==> src/hw/exu_pkg.sv <==
// Control structs and state encodings of the execute unit, imported by every RTL module
package exu_pkg;

    // ------------------------------
    // Unit select
    // ------------------------------
    typedef enum logic [1:0] {
        UNIT_ALU  = 2'd0,
        UNIT_MUL  = 2'd1,
        UNIT_DIV  = 2'd2,
        UNIT_NONE = 2'd3                   // Illegal instruction
    } exu_unit_e;

    // ------------------------------
    // Per-unit control
    // ------------------------------
    typedef struct packed {
        logic is_signed;                   // Sign-extend operands (SLT, SRA)
        logic is_neg;                      // Invert src2 for subtract
        logic is_less;                     // Take the sign of the difference
        logic is_add;                      // Take the adder sum
        logic is_shift_left;
        logic is_shift_right;
        logic is_xor_or;                   // XOR, and OR together with is_or_and
        logic is_or_and;                   // AND, and OR together with is_xor_or
    } alu_ctrl_t;

    typedef struct packed {
        logic src1_signed;
        logic src2_signed;
        logic is_high;                     // Return upper product half
    } mul_ctrl_t;

    typedef struct packed {
        logic is_signed;
        logic is_rem;                      // Return remainder, not quotient
    } div_ctrl_t;

    typedef struct packed {
        exu_unit_e unit;
        alu_ctrl_t alu;
        mul_ctrl_t mul;
        div_ctrl_t div;
    } exu_ctrl_t;

    typedef enum logic [1:0] {MUL_IDLE, MUL_EXEC, MUL_RET} mul_state_e;

    typedef enum logic [1:0] {DIV_IDLE, DIV_CHECK, DIV_EXEC, DIV_RET} div_state_e;

endpackage

==> src/hw/rv_isa_pkg.sv <==
// RV32 instruction encodings and data width shared by the decoder, datapath units and testbench
package rv_isa_pkg;

    // ------------------------------
    // Data width
    // ------------------------------
    localparam int XLEN = 32;              // RV32 register width

    // ------------------------------
    // Major opcodes, only OP is executed
    // ------------------------------
    typedef enum logic [6:0] {
        OPC_LOAD   = 7'b0000011,
        OPC_OP_IMM = 7'b0010011,
        OPC_STORE  = 7'b0100011,
        OPC_OP     = 7'b0110011,           // Register-register class
        OPC_LUI    = 7'b0110111,
        OPC_BRANCH = 7'b1100011
    } opcode_e;

    // funct3 of the OP class, M-extension ops reuse the same codes
    typedef enum logic [2:0] {
        F3_ADD  = 3'b000,                  // ADD/SUB, MUL
        F3_SLL  = 3'b001,                  // MULH
        F3_SLT  = 3'b010,                  // MULHSU
        F3_SLTU = 3'b011,                  // MULHU
        F3_XOR  = 3'b100,                  // DIV
        F3_SR   = 3'b101,                  // SRL/SRA, DIVU
        F3_OR   = 3'b110,                  // REM
        F3_AND  = 3'b111                   // REMU
    } funct3_e;

    localparam logic [6:0] F7_BASE   = 7'b0000000;
    localparam logic [6:0] F7_ALT    = 7'b0100000;  // SUB, SRA
    localparam logic [6:0] F7_MULDIV = 7'b0000001;  // M extension

endpackage

==> src/hw/alu.sv <==
// Single-cycle integer ALU for the register-register operations, instantiated by the execute top
module alu
    import rv_isa_pkg::*;
    import exu_pkg::*;
(
    input  alu_ctrl_t             ctrl_i,
    input  logic     [XLEN-1:0]   src1_i,
    input  logic     [XLEN-1:0]   src2_i,
    output logic     [XLEN-1:0]   rslt_o
);

    // ------------------------------
    // Shared adder and comparator
    // ------------------------------
    logic [XLEN+1:0] adder_a;
    logic [XLEN+1:0] adder_b;
    logic [XLEN+1:0] adder_sum;
    logic [XLEN-1:0] add_rslt;
    logic [XLEN-1:0] less_rslt;

    // Low bit pair supplies the +1 of the two's complement on subtract
    assign adder_a   = {ctrl_i.is_signed & src1_i[XLEN-1], src1_i, 1'b1};
    assign adder_b   = {ctrl_i.is_signed & src2_i[XLEN-1], src2_i, 1'b0} ^ {(XLEN+2){ctrl_i.is_neg}};
    assign adder_sum = adder_a + adder_b;
    assign add_rslt  = ctrl_i.is_add ? adder_sum[XLEN:1] : '0;
    assign less_rslt = {{(XLEN-1){1'b0}}, ctrl_i.is_less & adder_sum[XLEN+1]};  // Sign of difference

    // ------------------------------
    // Shifters and bitwise logic
    // ------------------------------
    logic        [4:0]    shamt;
    logic signed [XLEN:0] shr_src;
    logic        [XLEN:0] shr_full;
    logic [XLEN-1:0]      shl_rslt;
    logic [XLEN-1:0]      shr_rslt;
    logic [XLEN-1:0]      bit_rslt;

    assign shamt    = src2_i[4:0];                               // Upper bits ignored
    assign shr_src  = {ctrl_i.is_signed & src1_i[XLEN-1], src1_i};
    assign shr_full = shr_src >>> shamt;
    assign shl_rslt = ctrl_i.is_shift_left ? (src1_i << shamt) : '0;
    assign shr_rslt = ctrl_i.is_shift_right ? shr_full[XLEN-1:0] : '0;
    assign bit_rslt = (ctrl_i.is_xor_or ? (src1_i ^ src2_i) : '0)
                    | (ctrl_i.is_or_and ? (src1_i & src2_i) : '0);

    assign rslt_o = add_rslt | less_rslt | shl_rslt | shr_rslt | bit_rslt;

endmodule

==> src/hw/divider.sv <==
// Iterative restoring divider for DIV, DIVU, REM and REMU, started by the execute top
module divider
    import rv_isa_pkg::*;
    import exu_pkg::*;
(
    input  logic            clk_i,
    input  logic            rst_i,
    input  logic            start_i,
    input  div_ctrl_t       ctrl_i,
    input  logic [XLEN-1:0] src1_i,
    input  logic [XLEN-1:0] src2_i,
    output logic            done_o,
    output logic [XLEN-1:0] rslt_o
);

    div_state_e      state;
    logic [4:0]      cntr;
    logic [XLEN-1:0] remainder;            // Holds the raw dividend until CHECK
    logic [XLEN-1:0] quotient;
    logic [XLEN-1:0] divisor;
    logic            dividend_neg;
    logic            divisor_neg;
    logic            quot_neg;
    logic            rem_neg;
    logic            is_rem;

    logic [XLEN-1:0] dividend_mag;
    logic [XLEN-1:0] divisor_mag;
    logic [XLEN:0]   shifted;
    logic [XLEN+1:0] diff;
    logic            q_bit;
    logic            div_zero;

    assign dividend_mag = dividend_neg ? (~remainder + 1'b1) : remainder;
    assign divisor_mag  = divisor_neg ? (~divisor + 1'b1) : divisor;
    assign div_zero     = (divisor == '0);

    // One restoring step, borrow in the top bit
    assign shifted = {remainder, quotient[XLEN-1]};
    assign diff    = {1'b0, shifted} - {2'b00, divisor};
    assign q_bit   = !diff[XLEN+1];

    // ------------------------------
    // Control
    // ------------------------------
    always_ff @(posedge clk_i) begin
        if (rst_i) begin
            state <= DIV_IDLE;
            cntr  <= '0;
        end else begin
            case (state)
                DIV_IDLE:  if (start_i) state <= DIV_CHECK;
                DIV_CHECK: begin
                    state <= div_zero ? DIV_RET : DIV_EXEC;
                    cntr  <= 5'(XLEN - 1);                    // 32 EXEC steps
                end
                DIV_EXEC: begin
                    if (cntr == '0) state <= DIV_RET;
                    cntr <= cntr - 1'b1;
                end
                default:   state <= DIV_IDLE;
            endcase
        end
    end

    // ------------------------------
    // Datapath
    // ------------------------------
    always_ff @(posedge clk_i) begin
        if (state == DIV_IDLE && start_i) begin
            is_rem       <= ctrl_i.is_rem;
            dividend_neg <= ctrl_i.is_signed & src1_i[XLEN-1];
            divisor_neg  <= ctrl_i.is_signed & src2_i[XLEN-1];
            quot_neg     <= ctrl_i.is_signed & (src1_i[XLEN-1] ^ src2_i[XLEN-1]);
            rem_neg      <= ctrl_i.is_signed & src1_i[XLEN-1];  // Follows the dividend
            remainder    <= src1_i;
            divisor      <= src2_i;
        end else if (state == DIV_CHECK) begin
            if (div_zero) begin
                quotient <= '1;                                  // Remainder keeps dividend
                quot_neg <= 1'b0;
                rem_neg  <= 1'b0;
            end else begin
                remainder <= '0;
                quotient  <= dividend_mag;
                divisor   <= divisor_mag;
            end
        end else if (state == DIV_EXEC) begin
            remainder <= q_bit ? diff[XLEN-1:0] : shifted[XLEN-1:0];
            quotient  <= {quotient[XLEN-2:0], q_bit};
        end
    end

    assign done_o = (state == DIV_RET);
    assign rslt_o = (state != DIV_RET) ? '0 :
                    is_rem ? (rem_neg ? (~remainder + 1'b1) : remainder) :
                             (quot_neg ? (~quotient + 1'b1) : quotient);

endmodule

==> src/hw/exu_decoder.sv <==
// Combinational decode of an OP-class instruction word into the execute control struct
module exu_decoder
    import rv_isa_pkg::*;
    import exu_pkg::*;
(
    input  logic [31:0] ir_i,
    output exu_ctrl_t   ctrl_o
);

    opcode_e    opcode;
    funct3_e    f3;
    logic [6:0] f7;
    logic       is_alt;

    assign opcode = opcode_e'(ir_i[6:0]);
    assign f3     = funct3_e'(ir_i[14:12]);
    assign f7     = ir_i[31:25];
    assign is_alt = (f7 == F7_ALT);

    always_comb begin
        ctrl_o      = '0;
        ctrl_o.unit = UNIT_NONE;
        if (opcode == OPC_OP) begin
            if (f7 == F7_MULDIV) begin
                ctrl_o.unit = f3[2] ? UNIT_DIV : UNIT_MUL;
                ctrl_o.mul.src1_signed = !f3[2] && (f3 == F3_SLL || f3 == F3_SLT);
                ctrl_o.mul.src2_signed = (f3 == F3_SLL);        // MULH only
                ctrl_o.mul.is_high     = !f3[2] && (f3 != F3_ADD);
                ctrl_o.div.is_signed   = (f3 == F3_XOR || f3 == F3_OR);  // DIV, REM
                ctrl_o.div.is_rem      = f3[2] && f3[1];
            end else if (f7 == F7_BASE || (is_alt && (f3 == F3_ADD || f3 == F3_SR))) begin
                ctrl_o.unit = UNIT_ALU;
                case (f3)
                    F3_ADD: begin
                        ctrl_o.alu.is_add = 1'b1;
                        ctrl_o.alu.is_neg = is_alt;             // SUB
                    end
                    F3_SLL:  ctrl_o.alu.is_shift_left = 1'b1;
                    F3_SLT: begin
                        ctrl_o.alu.is_signed = 1'b1;
                        ctrl_o.alu.is_neg    = 1'b1;
                        ctrl_o.alu.is_less   = 1'b1;
                    end
                    F3_SLTU: begin
                        ctrl_o.alu.is_neg  = 1'b1;
                        ctrl_o.alu.is_less = 1'b1;
                    end
                    F3_XOR:  ctrl_o.alu.is_xor_or = 1'b1;
                    F3_SR: begin
                        ctrl_o.alu.is_shift_right = 1'b1;
                        ctrl_o.alu.is_signed      = is_alt;     // SRA
                    end
                    F3_OR: begin
                        ctrl_o.alu.is_xor_or = 1'b1;            // (a^b)|(a&b)
                        ctrl_o.alu.is_or_and = 1'b1;
                    end
                    F3_AND:  ctrl_o.alu.is_or_and = 1'b1;
                endcase
            end
        end
    end

endmodule

==> src/hw/exu_top.sv <==
// Register-register execute unit top, takes one strobed OP instruction and returns a registered result
module exu_top
    import rv_isa_pkg::*;
    import exu_pkg::*;
(
    input  logic            clk_i,
    input  logic            rst_i,
    input  logic            valid_i,
    input  logic [31:0]     ir_i,
    input  logic [XLEN-1:0] src1_i,
    input  logic [XLEN-1:0] src2_i,
    output logic            valid_o,
    output logic [XLEN-1:0] rslt_o,
    output logic            illegal_o,
    output logic            busy_o
);

    exu_ctrl_t       ctrl;
    logic            accept;
    logic            mul_start;
    logic            div_start;
    logic [XLEN-1:0] alu_rslt;
    logic            mul_done;
    logic [XLEN-1:0] mul_rslt;
    logic            div_done;
    logic [XLEN-1:0] div_rslt;
    logic            alu_valid_q;
    logic [XLEN-1:0] alu_rslt_q;
    logic            illegal_q;
    logic            busy_q;

    // ------------------------------
    // Decode and dispatch
    // ------------------------------
    exu_decoder u_dec (.ir_i(ir_i), .ctrl_o(ctrl));

    assign accept    = valid_i && !busy_q;                 // Strobes while busy are dropped
    assign mul_start = accept && (ctrl.unit == UNIT_MUL);
    assign div_start = accept && (ctrl.unit == UNIT_DIV);

    alu u_alu (.ctrl_i(ctrl.alu), .src1_i(src1_i), .src2_i(src2_i), .rslt_o(alu_rslt));

    multiplier u_mul (
        .clk_i(clk_i), .rst_i(rst_i), .start_i(mul_start), .ctrl_i(ctrl.mul),
        .src1_i(src1_i), .src2_i(src2_i), .done_o(mul_done), .rslt_o(mul_rslt)
    );

    divider u_div (
        .clk_i(clk_i), .rst_i(rst_i), .start_i(div_start), .ctrl_i(ctrl.div),
        .src1_i(src1_i), .src2_i(src2_i), .done_o(div_done), .rslt_o(div_rslt)
    );

    // ------------------------------
    // Result merge
    // ------------------------------
    always_ff @(posedge clk_i) begin
        if (rst_i) begin
            alu_valid_q <= 1'b0;
            illegal_q   <= 1'b0;
            busy_q      <= 1'b0;
        end else begin
            alu_valid_q <= accept && (ctrl.unit == UNIT_ALU);
            illegal_q   <= accept && (ctrl.unit == UNIT_NONE);
            busy_q      <= (busy_q && !(mul_done || div_done)) || mul_start || div_start;
        end
    end

    always_ff @(posedge clk_i) begin
        alu_rslt_q <= alu_rslt;
    end

    assign valid_o   = alu_valid_q | mul_done | div_done;
    assign rslt_o    = (alu_valid_q ? alu_rslt_q : '0) | mul_rslt | div_rslt;  // Idle units give 0
    assign illegal_o = illegal_q;
    assign busy_o    = busy_q;

endmodule

==> src/hw/multiplier.sv <==
// Two-step 33x33 signed multiplier for MUL, MULH, MULHSU and MULHU, started by the execute top
module multiplier
    import rv_isa_pkg::*;
    import exu_pkg::*;
(
    input  logic            clk_i,
    input  logic            rst_i,
    input  logic            start_i,
    input  mul_ctrl_t       ctrl_i,
    input  logic [XLEN-1:0] src1_i,
    input  logic [XLEN-1:0] src2_i,
    output logic            done_o,
    output logic [XLEN-1:0] rslt_o
);

    mul_state_e             state;
    logic signed [XLEN:0]   mcand;
    logic signed [XLEN:0]   mplier;
    logic signed [2*XLEN+1:0] full_prod;
    logic [2*XLEN-1:0]      product;
    logic                   is_high;

    always_ff @(posedge clk_i) begin
        if (rst_i) begin
            state <= MUL_IDLE;
        end else begin
            case (state)
                MUL_IDLE: if (start_i) state <= MUL_EXEC;
                MUL_EXEC: state <= MUL_RET;
                default:  state <= MUL_IDLE;                    // RET lasts one cycle
            endcase
        end
    end

    assign full_prod = mcand * mplier;

    always_ff @(posedge clk_i) begin
        if (state == MUL_IDLE) begin                             // Track inputs until started
            mcand   <= {ctrl_i.src1_signed & src1_i[XLEN-1], src1_i};
            mplier  <= {ctrl_i.src2_signed & src2_i[XLEN-1], src2_i};
            is_high <= ctrl_i.is_high;
        end
        if (state == MUL_EXEC) begin
            product <= full_prod[2*XLEN-1:0];
        end
    end

    assign done_o = (state == MUL_RET);
    assign rslt_o = (state != MUL_RET) ? '0 :
                    is_high ? product[2*XLEN-1:XLEN] : product[XLEN-1:0];

endmodule

==> config.mk <==
export PLATFORM = sky130hd
export DESIGN_NAME = exu_top
export DESIGN_NICKNAME = d
export VERILOG_FILES = /design/src/hw/exu_pkg.sv /design/src/hw/rv_isa_pkg.sv /design/src/hw/alu.sv /design/src/hw/divider.sv /design/src/hw/exu_decoder.sv /design/src/hw/exu_top.sv /design/src/hw/multiplier.sv
export SDC_FILE = /design/constraint.sdc
export NUM_CORES = 2
export LEC_CHECK = 0
export ABC_AREA = 1
export BUFFER_PORTS_ARGS = -buffer_cell sky130_fd_sc_hd__buf_2
export CORE_ASPECT_RATIO = 2
export CORE_UTILIZATION = 65
export CTS_CLUSTER_SIZE = 20
export DETAILED_ROUTE_END_ITERATION = 12
export PLACE_DENSITY = 0.89
export SETUP_SLACK_MARGIN = 0.1
export SLEW_MARGIN = 15
export SYNTH_ARGS = -nofsm -noshare
export SYNTH_HDL_FRONTEND = slang
export SYNTH_SLANG_ARGS = --single-unit
export TNS_END_PERCENT = 50
==> constraint.sdc <==
create_clock -name clk_i -period 10 [get_ports clk_i]
set_input_delay 1.5 -clock clk_i [delete_from_list [all_inputs] [get_ports clk_i]]
set_output_delay 1.5 -clock clk_i [all_outputs]
set_load 0.05 [all_outputs]
==> impl_metrics.py <==
metrics = {
    "drt": {
        "first_iteration_detailed_routing_drc_count": 5655,
        "routedWlPerCell_um": 27.1,
        "drt-vias-per-instance": 6.21,
        "detail-route-antenna-nets": 0,
        "drt_total_wl_um": 247000,
        "detailedRoute.firstPassIterationCount": 9,
        "drt_drc_violations_left": 0,
        "via_count": 56600,
    },
    "yosys": {
        "number_of_instances_in_the_synthesized_netlist": 7966,
        "synth_area_per_cell_um2": 7.71,
        "yosys_most_used_dff": "sky130_fd_sc_hd__edfxtp_1",
        "netlist.top_cell.by_area": "sky130_fd_sc_hd__fa_1",
        "ys_types": 64,
        "count_of_state_elements_after_synthesis": 276,
        "synth_area_leaders": "sky130_fd_sc_hd__fa_1 37%, sky130_fd_sc_hd__inv_1 12%, sky130_fd_sc_hd__nand2_1 11%",
        "synth.yosys.seq_area_share_pct": 12.8,
        "number_of_warning_messages_in_the_yosys_log": 0,
        "synth-async-reset-ratio_pct": 0,
        "mappedNetlistNets": 9510,
        "synth-edff-count": 232,
        "synth_area_um2": 61500,
        "post-synth-top-area-fraction_pct": 36.7,
    },
    "placed_design": {
        "finalWeightedCongestion": 1.10,
        "placed_cells": 9015,
        "io_port_bufs": 118,
        "dp.final_hpwl_um": 195000,
    },
    "global_route": {
        "grt_overflow_total": 0,
        "grt_start_max_net_pins": 69,
        "grt_pass1_wl_um": 366000,
        "grt_pass1_vias": 60100,
        "grt.total_usage_pct": 53.9,
        "grt_antenna_before_repair": 29,
    },
    "setup_path": {
        "worst-endpoint-arrival_ns": 9.48,
        "timing.critical_path.to_type": "flop",
        "critical_path_required_ns": 10.32,
        "critPathKind": "reg2reg",
        "r2r_cells": 24,
        "worst_path_largest_cell_delay_ns": 1.09,
        "source_of_the_worst_register_to_register_timing_path": "u_mul.mplier[0]",
        "critical_register_to_register_path_endpoint": "u_mul.product[60]",
        "ff2ff_setup_slack_ns": 0.84,
        "crit_fanout": 17,
        "critical-path-slowest-cell": "sky130_fd_sc_hd__edfxtp_1",
        "critical-path-top-cell-by-count": "sky130_fd_sc_hd__fa_1",
        "critical_path.cell_chain": "nand2_1 > inv_1 > fa_1 > fa_1 > fa_1 > buf_4 > fa_1 > fa_1 > fa_1 > fa_1 > inv_1 > fa_1 > inv_1 > ha_1 > nand2_1 > nor2_1 > inv_1 > nor3_1 > nand3_1 > nand3_1 > a21o_1 > nand2_1 > nand3_1 > nand2_1",
        "startpoint_type": "flop",
    },
    "cells_and_area": {
        "postLayoutCoreUtil_pct": 68.5,
        "synthToLayoutAreaGrowth_pct": 4.51,
        "fillers": 7339,
        "finish.net_count": 9393,
        "layoutNonFillerInstCount": 9105,
        "drive_gt1_share_pct": 4.88,
    },
    "floorplanning": {
        "rows": 159,
        "pin_count": 134,
        "dieWidth_um": 219,
        "die_h_um": 437,
        "die-area_um2": 95900,
        "initial_core_utilization_pct": 65.6,
        "fp.coreArea_um2": 93700,
    },
    "worst_hold_path": {
        "hold_path.startpoint": "u_div.cntr[3]",
        "hp-class": "reg2reg",
        "holdPathEnd": "u_div.cntr[3]",
        "hold_depth": 2,
    },
    "timing": {
        "slew_limit_fails": 0,
        "final-setup-viol-count": 0,
        "finalCriticalPeriod_ns": 9.16,
        "final-hold-violation-count": 0,
        "fmax_mhz": 109,
        "grt_setup_unrepaired": "false",
        "timing_worst_slew_pin_value_ns": 1.27,
        "period_share_pct": 91.6,
        "totalNegativeSetupSlack_ns": 0,
        "hold_ws_ns": 0.500,
        "skew_ns": 0.0607,
        "maxSlewHeadroom_pct": 14.9,
    },
    "clock_tree": {
        "clock_tree.root_cell": "sky130_fd_sc_hd__clkbuf_16",
        "cts_tree": "yes",
        "post-cts-setup-buffers": 0,
        "cts_made_buffers": 24,
        "max-clock-path-buffers": 3,
        "clk_transition_reported_paths_ns": 0.08,
        "cts-hold-fix-buffers": 0,
        "clock_latency_ns": 0.64,
        "cts.sink_count": 276,
        "cts-resized-gates": 0,
        "cts-htree-levels": 1,
    },
    "run": {
        "maxCapViolations": 0,
    },
    "status": {
        "status": "finished, final reports clean",
    },
}
==> worst max-delay path, delay by kind of cell (launching register included) <==
family,cells,cell delay [ns]
adder cells (fa/ha/maj),9,4.90
AO/OA/AOI/OAI,1,0.22
AND/OR/NAND/NOR,9,1.91
buffers and inverters,5,0.74
flip-flops,1,1.09
==> flip-flops by register name (all words and copies together), names as in the netlist, 2 cells and up <==
| register | count |
|---|---|
| u_mul.state | 2 |
| u_div.cntr | 5 |
| u_div.divisor | 32 |
| u_mul.mplier | 33 |
| u_div.quotient | 32 |
| u_div.remainder | 32 |
| u_div.state | 2 |
| u_mul.product | 64 |
| u_mul.mcand | 33 |
| alu_rslt_q | 32 |
==> worst max path at each step <==
stage	from	to	slack, ns	depth (start not counted)
floorplan	u_mul.mplier[1]	u_mul.product[62]	2.44	24
global placement	u_mul.mplier[0]	u_mul.product[60]	1.44	24
detailed placement	u_mul.mplier[0]	u_mul.product[60]	1.33	24
CTS	u_mul.mplier[0]	u_mul.product[60]	1.29	24
global route	u_mul.mplier[18]	u_mul.product[60]	0.58	24
finish	u_mul.mplier[0]	u_mul.product[60]	0.84	24
==> layer usage <==
layer  track usage [%]  wire length [um]  vias to the layer above
li1                  -                 -                    23600
met2              84.7            116000                     4135
met1              48.9             67300                    26900
met4              62.5             37000                       10
met5             0.313               137                        -
met3              21.2             26300                     1909
==> final cells by class <==
| type | instances | area [um^2] | share of cell area (%) |
|---|---|---|---|
| multi-input cells | 5285 | 44500 | 69.4 |
| clock inverters | 13 | 204 | 0.318 |
| repair buffers | 262 | 1850 | 2.88 |
| clock buffers | 31 | 679 | 1.06 |
| diodes | 31 | 77.6 | 0.121 |
| well taps | 1207 | 1510 | 2.35 |
| inverters | 2000 | 7510 | 11.7 |
| flip-flops and latches | 276 | 7850 | 12.2 |
==> per-stage QoR <==
step	area (um^2)	setup slack, ns
2_1_floorplan	61500	2.44
3_3_place_gp	63000	1.44
3_5_place_dp	63000	1.33
4_1_cts	63900	1.29
5_1_grt	64200	0.584
6_report	64200	0.843
==> placed cells by master (no fill, tap or decap), types with 8 or more instances in the layout <==
cell and instances:
sky130_fd_sc_hd__a211oi_1 10, sky130_fd_sc_hd__a21o_1 28, sky130_fd_sc_hd__a21oi_1 308, sky130_fd_sc_hd__a221oi_1 12
sky130_fd_sc_hd__a22oi_1 14, sky130_fd_sc_hd__a31oi_1 34, sky130_fd_sc_hd__buf_2 118, sky130_fd_sc_hd__buf_4 129
sky130_fd_sc_hd__buf_8 8, sky130_fd_sc_hd__clkbuf_16 28, sky130_fd_sc_hd__dfxtp_1 44, sky130_fd_sc_hd__diode_2 31
sky130_fd_sc_hd__edfxtp_1 232, sky130_fd_sc_hd__fa_1 1126, sky130_fd_sc_hd__ha_1 318, sky130_fd_sc_hd__inv_1 1984
sky130_fd_sc_hd__inv_2 10, sky130_fd_sc_hd__nand2_1 1872, sky130_fd_sc_hd__nand2_2 9, sky130_fd_sc_hd__nand3_1 194
sky130_fd_sc_hd__nand3b_1 10, sky130_fd_sc_hd__nand4_1 39, sky130_fd_sc_hd__nor2_1 429, sky130_fd_sc_hd__nor2_2 11
sky130_fd_sc_hd__nor3_1 39, sky130_fd_sc_hd__nor4_1 16, sky130_fd_sc_hd__o2111ai_1 8, sky130_fd_sc_hd__o211ai_1 78
sky130_fd_sc_hd__o21a_1 17, sky130_fd_sc_hd__o21ai_0 398, sky130_fd_sc_hd__o21ai_1 28, sky130_fd_sc_hd__o21bai_1 11
sky130_fd_sc_hd__o221ai_1 13, sky130_fd_sc_hd__or2_2 17, sky130_fd_sc_hd__xnor2_1 51, sky130_fd_sc_hd__xor2_1 118
==> cell usage after synthesis (23+ instances only) <==
library cell,number
sky130_fd_sc_hd__nor2_1,434
sky130_fd_sc_hd__a21o_1,28
sky130_fd_sc_hd__ha_1,319
sky130_fd_sc_hd__o21ai_1,23
sky130_fd_sc_hd__o21ai_0,404
sky130_fd_sc_hd__inv_1,1984
sky130_fd_sc_hd__nand4_1,39
sky130_fd_sc_hd__edfxtp_1,232
sky130_fd_sc_hd__buf_2,39
sky130_fd_sc_hd__dfxtp_1,44
sky130_fd_sc_hd__xor2_1,118
sky130_fd_sc_hd__o211ai_1,78
sky130_fd_sc_hd__fa_1,1126
sky130_fd_sc_hd__clkbuf_1,347
sky130_fd_sc_hd__nand2_1,1872
sky130_fd_sc_hd__xnor2_1,51
sky130_fd_sc_hd__a21oi_1,308
sky130_fd_sc_hd__nor3_1,40
sky130_fd_sc_hd__nand3_1,194
sky130_fd_sc_hd__a31oi_1,34
==> cells by family (layout without fill, tap and decap cells) <==
| logic type | count (synthesis) | after routing | synth area share [%] |
|---|---|---|---|
| xor gates and xnor gates | 169 | 169 | 2.41 |
| other | 0 | 31 | 0 |
| buffers and inverters | 2405 | 2306 | 14.8 |
| and+or+nand+nor | 2665 | 2665 | 17.4 |
| muxes | 4 | 4 | 0.0652 |
| adders and majority gates | 1445 | 1445 | 43.2 |
| AOI/OAI and AO/OA | 1002 | 1002 | 9.32 |
| DFF | 276 | 276 | 12.8 |
Power is left out: the tool's default activity adds up to more than one toggle a clock period on the data nets, which glitch-free logic cannot reach.
